<file path="src/mips_isa_pkg.sv">
package mips_isa_pkg;

    // Primary opcodes of the supported subset
    typedef enum logic [5:0] {
        OP_SPECIAL = 6'h00,
        OP_BEQ     = 6'h04,
        OP_BNE     = 6'h05,
        OP_ADDIU   = 6'h09,
        OP_LW      = 6'h23,
        OP_SB      = 6'h28
    } opcode_e;

    // Function codes under OP_SPECIAL
    typedef enum logic [5:0] {
        FN_JR   = 6'h08,
        FN_ADDU = 6'h21,
        FN_SUBU = 6'h23,
        FN_AND  = 6'h24,
        FN_OR   = 6'h25,
        FN_SLT  = 6'h2a
    } funct_e;

    typedef enum logic [2:0] {
        ALU_ADD,
        ALU_SUB,
        ALU_AND,
        ALU_OR,
        ALU_SLT
    } alu_op_e;

    typedef logic [4:0] reg_idx_t;

    // Low 16 bits (rd, shamt, funct) double as the I-type immediate
    typedef struct packed {
        opcode_e    opcode;
        reg_idx_t   rs;
        reg_idx_t   rt;
        reg_idx_t   rd;
        logic [4:0] shamt;
        funct_e     funct;
    } instr_t;

endpackage

</file>
<file path="src/avalon_pkg.sv">
package avalon_pkg;

    localparam int ADDR_W = 32;  // Byte address
    localparam int DATA_W = 32;

    // Master to slave
    typedef struct packed {
        logic [ADDR_W-1:0]   address;
        logic                read;
        logic                write;
        logic [DATA_W-1:0]   writedata;
        logic [DATA_W/8-1:0] byteenable;
    } avalon_req_t;

    // Slave to master
    typedef struct packed {
        logic              waitrequest;
        logic [DATA_W-1:0] readdata;
    } avalon_rsp_t;

endpackage

</file>
<file path="src/mips_regfile.sv">
`timescale 1ns/1ps

module mips_regfile (
    input  logic                   clk,
    input  logic                   rst_n,
    input  mips_isa_pkg::reg_idx_t rs_addr,
    input  mips_isa_pkg::reg_idx_t rt_addr,
    output logic [31:0]            rs_data,
    output logic [31:0]            rt_data,
    input  logic                   wr_en,
    input  mips_isa_pkg::reg_idx_t wr_addr,
    input  logic [31:0]            wr_data,
    output logic [31:0]            v0
);
    logic [31:0] regs [32];

    always_ff @(posedge clk or negedge rst_n) begin
        if (!rst_n) begin
            for (int i = 0; i < 32; i++) begin
                regs[i] <= '0;
            end
        end else if (wr_en && wr_addr != '0) begin  // $zero is never written
            regs[wr_addr] <= wr_data;
        end
    end

    // Asynchronous read ports
    assign rs_data = regs[rs_addr];
    assign rt_data = regs[rt_addr];

    assign v0 = regs[2];  // $v0 tap for the top level

endmodule

</file>
<file path="src/mips_alu.sv">
`timescale 1ns/1ps

module mips_alu (
    input  mips_isa_pkg::alu_op_e op,
    input  logic [31:0]           a,
    input  logic [31:0]           b,
    output logic [31:0]           result,
    output logic                  equal
);
    import mips_isa_pkg::*;

    always_comb begin
        case (op)
            ALU_ADD: result = a + b;  // Wraps, no overflow trap
            ALU_SUB: result = a - b;
            ALU_AND: result = a & b;
            ALU_OR:  result = a | b;
            ALU_SLT: result = {31'b0, $signed(a) < $signed(b)};
            default: result = a + b;
        endcase
    end

    // Branch compare for BEQ and BNE
    assign equal = (a == b);

endmodule

</file>
<file path="src/mips_cpu.sv">
`timescale 1ns/1ps

module mips_cpu #(
    parameter logic [31:0] RESET_PC = 32'h4
) (
    input  logic                    clk,
    input  logic                    rst_n,
    output avalon_pkg::avalon_req_t bus_req,
    input  avalon_pkg::avalon_rsp_t bus_rsp,
    output logic                    active,
    output logic [31:0]             register_v0
);
    import mips_isa_pkg::*;
    import avalon_pkg::*;

    typedef enum logic [2:0] {FETCH, DECODE, EXEC, MEM, WB} state_e;

    state_e            state;
    instr_t            instr_q;
    logic [ADDR_W-1:0] pc, pending_target;
    logic              pending, started;
    logic [DATA_W-1:0] a_q, b_q, rt_q, result_q;
    logic [DATA_W-1:0] rs_data, rt_data, alu_result, imm_ext, branch_target;
    logic [15:0]       imm;
    logic              alu_equal, use_imm, rtype_alu, is_mem, reg_write;
    logic              take_branch, done;
    alu_op_e           alu_op;
    reg_idx_t          wr_addr;

    // ################################################
    // Decode
    // ################################################
    assign imm           = {instr_q.rd, instr_q.shamt, instr_q.funct};
    assign imm_ext       = {{16{imm[15]}}, imm};
    assign branch_target = pc + 32'd4 + {imm_ext[29:0], 2'b00};  // Relative to delay slot

    always_comb begin
        alu_op    = ALU_ADD;
        rtype_alu = 1'b0;
        if (instr_q.opcode == OP_SPECIAL) begin
            rtype_alu = 1'b1;
            case (instr_q.funct)
                FN_ADDU: alu_op = ALU_ADD;
                FN_SUBU: alu_op = ALU_SUB;
                FN_AND:  alu_op = ALU_AND;
                FN_OR:   alu_op = ALU_OR;
                FN_SLT:  alu_op = ALU_SLT;
                default: rtype_alu = 1'b0;  // JR and unknown codes write nothing
            endcase
        end
    end

    assign use_imm   = instr_q.opcode inside {OP_ADDIU, OP_LW, OP_SB};
    assign is_mem    = instr_q.opcode inside {OP_LW, OP_SB};
    assign reg_write = rtype_alu || (instr_q.opcode inside {OP_ADDIU, OP_LW});
    assign wr_addr   = rtype_alu ? instr_q.rd : instr_q.rt;

    always_comb begin
        case (instr_q.opcode)
            OP_BEQ:     take_branch = alu_equal;
            OP_BNE:     take_branch = !alu_equal;
            OP_SPECIAL: take_branch = (instr_q.funct == FN_JR);
            default:    take_branch = 1'b0;
        endcase
    end

    // Last cycle of the current instruction
    always_comb begin
        case (state)
            EXEC:    done = !reg_write && !is_mem;  // Branches, JR, no-ops
            MEM:     done = (instr_q.opcode == OP_SB) && !bus_rsp.waitrequest;
            WB:      done = 1'b1;
            default: done = 1'b0;
        endcase
    end

    // ################################################
    // Control and PC
    // ################################################
    always_ff @(posedge clk or negedge rst_n) begin
        if (!rst_n) begin
            state   <= FETCH;
            pc      <= RESET_PC;
            pending <= 1'b0;
            started <= 1'b0;
            active  <= 1'b1;
        end else begin
            started <= 1'b1;  // Holds the bus idle for the first cycle
            if (done) begin
                if (state == EXEC && take_branch) begin
                    pending <= 1'b1;  // Delay slot runs first
                    pc      <= pc + 32'd4;
                end else if (pending) begin
                    pending <= 1'b0;
                    pc      <= pending_target;
                    if (pending_target == '0) begin
                        active <= 1'b0;  // JR to 0 halts
                    end
                end else begin
                    pc <= pc + 32'd4;
                end
            end
            case (state)
                FETCH:   if (bus_req.read && !bus_rsp.waitrequest) state <= DECODE;
                DECODE:  state <= EXEC;
                EXEC:    state <= is_mem ? MEM : (reg_write ? WB : FETCH);
                MEM:     if (!bus_rsp.waitrequest) state <= bus_req.read ? WB : FETCH;
                default: state <= FETCH;
            endcase
        end
    end

    // Datapath registers
    always_ff @(posedge clk) begin
        if (state == FETCH && bus_req.read && !bus_rsp.waitrequest) begin
            instr_q <= instr_t'(bus_rsp.readdata);
        end
        if (state == DECODE) begin
            a_q  <= rs_data;
            b_q  <= use_imm ? imm_ext : rt_data;
            rt_q <= rt_data;  // Store data for SB
        end
        if (state == EXEC) begin
            result_q <= alu_result;
            if (take_branch) begin
                pending_target <= (instr_q.opcode == OP_SPECIAL) ? a_q : branch_target;
            end
        end
        if (state == MEM && bus_req.read && !bus_rsp.waitrequest) begin
            result_q <= bus_rsp.readdata;  // LW data
        end
    end

    // Bus master, held stable until waitrequest drops
    always_comb begin
        bus_req = '0;
        if (started && active) begin
            if (state == FETCH) begin
                bus_req.address    = pc;
                bus_req.read       = 1'b1;
                bus_req.byteenable = '1;
            end else if (state == MEM) begin
                bus_req.address    = result_q;
                bus_req.read       = (instr_q.opcode == OP_LW);
                bus_req.write      = (instr_q.opcode == OP_SB);
                bus_req.writedata  = {4{rt_q[7:0]}};  // Byte on every lane
                bus_req.byteenable = bus_req.read ? 4'hf : 4'b0001 << result_q[1:0];
            end
        end
    end

    mips_regfile regfile_i (
        .clk     (clk),
        .rst_n   (rst_n),
        .rs_addr (instr_q.rs),
        .rt_addr (instr_q.rt),
        .rs_data (rs_data),
        .rt_data (rt_data),
        .wr_en   (state == WB && reg_write),
        .wr_addr (wr_addr),
        .wr_data (result_q),
        .v0      (register_v0)
    );

    mips_alu alu_i (
        .op     (alu_op),
        .a      (a_q),
        .b      (b_q),
        .result (alu_result),
        .equal  (alu_equal)
    );

endmodule

</file>
<file path="config.mk">
export PLATFORM = sky130hd
export DESIGN_NAME = mips_cpu
export DESIGN_NICKNAME = d
export VERILOG_FILES = /design/src/mips_isa_pkg.sv /design/src/avalon_pkg.sv /design/src/mips_regfile.sv /design/src/mips_alu.sv /design/src/mips_cpu.sv
export SDC_FILE = /design/constraint.sdc
export NUM_CORES = 2
export LEC_CHECK = 0
export ABC_AREA = 1
export BUFFER_PORTS_ARGS = -buffer_cell sky130_fd_sc_hd__buf_2
export CORE_ASPECT_RATIO = 1.1
export CORE_MARGIN = 2
export CORE_UTILIZATION = 50
export CTS_BUF_LIST = sky130_fd_sc_hd__clkbuf_16
export CTS_CLUSTER_DIAMETER = 60
export CTS_CLUSTER_SIZE = 40
export DETAILED_ROUTE_END_ITERATION = 6
export PLACE_DENSITY_LB_ADDON = 0.12
export SLEW_MARGIN = 5
export SYNTH_ARGS = -nofsm -noshare
export SYNTH_HDL_FRONTEND = slang
export SYNTH_HIERARCHICAL = 1
export SYNTH_SLANG_ARGS = --single-unit
</file>
<file path="constraint.sdc">
create_clock -name clk -period 10.7 [get_ports clk]
set_input_delay 2.14 -clock clk [delete_from_list [all_inputs] [get_ports clk]]
set_output_delay 2.14 -clock clk [all_outputs]
set_load 0.01 [all_outputs]
</file>
==> results.json <==
{
  "reg2reg_from": "instr_q[28]",
  "vias": 75253,
  "yosys.area.top_type": "dfrtp_1",
  "synthAdderAreaFrac": 0.0229,
  "finalWirelength_mm": 300,
  "setup_viol": 0,
  "timing.slew.headroom": 0.136,
  "drv_slew": 0,
  "cts_buffers": 113,
  "drive_gt1_frac": 0.0590,
  "via_per_inst": 5.99,
  "drv_cap": 0,
  "h-tree-depth": 3,
  "syn_to_final_growth_pct": 6.43,
  "grt_pass1_vias": 69273,
  "dieArea_sq_um": 152000,
  "grt_use_total": 0.385,
  "netlist-cell-type-count": 57,
  "worstMarginPinSlew_ns": 1.30,
  "reg2reg_to": "regfile_i/regs[533]",
  "synth_area_sq_um": 74700,
  "clk_latency_ns": 0.80,
  "whs_path_depth": 0,
  "first_pass_iters": 6,
  "crit_path_start_kind": "register",
  "synth_compound_area_frac": 0.0886,
  "die_width_um": 372,
  "crit_fanout": 52,
  "yosys_warnings": 6,
  "synth_seq_area_share": 0.423,
  "peakVddDrop_uv": 135,
  "wl_met1_mm": 119,
  "r2r_setup_slack_ns": 6.19,
  "fin_skew_ns": 0.0965,
  "initial_core_util": 0.504,
  "avgSynthCellArea_sq_um": 6.79,
  "dr_wl_met2_mm": 132,
  "io_pins": 138,
  "placeableCoreArea_sq_um": 148000,
  "final_nets": 10667,
  "yosys.area.top_type_share": 0.355,
  "fp.dieH_um": 409,
  "cts.sinks": 1230,
  "async_reset_ff_frac": 0.863,
  "worstHoldStart": "regfile_i/regs[1015]",
  "cp.required_ns": 8.56,
  "cts_tree": "built",
  "p_leak_nw": 37.1,
  "critical_path_class": "register to output port",
  "reg2reg_depth": 13,
  "post-dp-hpwl_mm": 181,
  "post-cts-setup-buffers": 0,
  "grt_setup_unrepaired": "no",
  "period_share": 0.495,
  "arrival_ns": 3.16,
  "yosys.area_share.xor_xnor": 0.00364,
  "grt_overflow_total": 0,
  "fmax_mhz": 189,
  "power_per_cell_area_nw_per_um2": 117,
  "synthMuxAreaShare": 0.000905,
  "hold_viol": 0,
  "synth_seq_cells": 1230,
  "yosys.area_share.simple": 0.388,
  "post-place-cells": 12332,
  "min_to": "regfile_i/regs[1015]",
  "top_layer": "met5",
  "antenna_found_initial": 10,
  "clkTransAtPathRegs_ns": 0.07,
  "wl_per_cell_um": 23.9,
  "clock-root-buffer": "clkbuf_16",
  "dr_wl_met3_mm": 31.5,
  "cts_resized": 0,
  "synthCells": 10994,
  "synth_edf_count": 168,
  "synthTopCellsByArea": "dfrtp_1, nand2_1, nand3_1, edfxtp_1, o21ai_0",
  "fin_cells": 12558,
  "route.detailed.drc": 0,
  "antenna_left": 0,
  "tns_ns": 0,
  "crit_path_end_kind": "output port",
  "drtIter0Drc": 10912,
  "port_buffers": 137,
  "status": "completed",
  "rows": 148,
  "synth_top_family_by_area": "simple AND/OR/NAND/NOR gates",
  "hp-class": "register to register",
  "fin_crit_ns": 5.30,
  "syn_nets": 11164,
  "grt_start_max_net_pins": 198,
  "finalWeightedCongestion": 1.04,
  "grt_pass1_wl_mm": 444,
  "cts_buffer_depth": 3,
  "hold_buffers": 0,
  "synth-main-ff-cell": "dfrtp_1"
}
## power by group
group          internal, W  switching, W
logic           0.00000977     0.0000925
registers          0.00473  0.0000000462
clock network      0.00235       0.00215
total              0.00708       0.00224
## cells in the mapped netlist (10+ instances only)
master,n
nand2_1,4640
nand3_1,1787
dfrtp_1,1060
o21ai_0,871
clkbuf_1,687
inv_1,411
nor2_1,389
a21oi_1,317
edfxtp_1,168
ha_1,132
buf_4,76
buf_1,73
o21ai_1,40
buf_2,39
nand4_1,32
nor3_1,31
xor2_1,23
nand2_2,21
o21bai_1,21
inv_2,19
nor2_2,18
nor3_2,15
buf_6,11
a21oi_2,10
nor4_1,10
## area by class of cell
type | instances | area (sq um)
fillers | 14693 | 68700
diodes | 10 | 25.0
well taps | 1950 | 2440
clock buffers | 115 | 2880
inverters | 433 | 1670
clock inverters | 101 | 1200
flip-flops and latches | 1230 | 31600
multi-input cells | 8444 | 37800
repair buffers | 275 | 1880
## kinds of logic (layout without fill, tap and decap cells)
group	Yosys count	in the layout
other	1	11
AOI/OAI and AO/OA	1288	1288
DFF	1230	1230
adders and majority gates	135	135
buffers and inverters	1320	924
xor gates and xnor gates	31	31
and+or+nand+nor	6983	6983
muxes	6	6
## layer usage
layer,up-vias,GRT usage
met5,-,0
li1,34501,-
met4,4,0.205
met3,732,0.0676
met1,35563,0.527
met2,4453,0.580
## registers in the layout, indices dropped and copies added (netlist names)
| name | flops |
|---|---|
| a_q | 32 |
| active | 1 |
| b_q | 32 |
| imm | 16 |
| instr_q | 16 |
| pc | 32 |
| pending | 1 |
| pending_target | 32 |
| regfile_i/regs | 992 |
| regfile_i/v0 | 32 |
| result_q | 32 |
| rt_q | 8 |
| started | 1 |
| state | 3 |
## how the worst max path moves through the flow
stage | from | end | depth (start not counted)
4_1_cts | state[2] | bus_req[2] | 7
3_5_place_dp | rst_n | state[0] | 3
2_1_floorplan | state[2] | a_q[0] | 3
6_report | state[2] | bus_req[2] | 7
3_3_place_gp | rst_n | state[0] | 3
5_1_grt | state[2] | bus_req[2] | 7
## worst max-delay path, stage by stage (launching register included)
cell and delay [ns]:
dfrtp_1 0.41, inv_1 0.10, nand3_1 0.40, inv_2 0.41, buf_4 0.53, nand2_1 0.13, o31ai_1 0.21, buf_2 0.17
## placed cells by master, fill, tap and decap left out, drive strengths merged, types with 10 or more instances in the layout
cell	n
inv	474
clkinv	40
clkbuf	115
nor3	47
bufinv	12
buf	275
dfrtp	1060
edfxtp	168
o21bai	21
nand4	32
nor2	410
a21oi	327
nand3	1796
ha	132
diode	10
nor4	11
o21ai	916
xor2	23
nand2	4665
## metrics by stage
| stage | hold slack (ns) | power, W | util | worst slack, ns | instance area [sq um] |
|---|---|---|---|---|---|
| after floorplan | 0.451 | 0.00482 | - | 6.62 | 74700 |
| after global placement | 0.386 | 0.00492 | 0.509 | 6.23 | 75400 |
| after detailed placement | 0.388 | 0.00493 | 0.509 | 6.20 | 75400 |
| after CTS | 0.404 | 0.00938 | 0.536 | 5.41 | 79500 |
| after global routing | 0.417 | 0.00956 | 0.536 | 5.16 | 79500 |
| final | 0.402 | 0.00932 | 0.537 | 5.40 | 79500 |
Note: power is estimated with default switching activity, not from simulation.
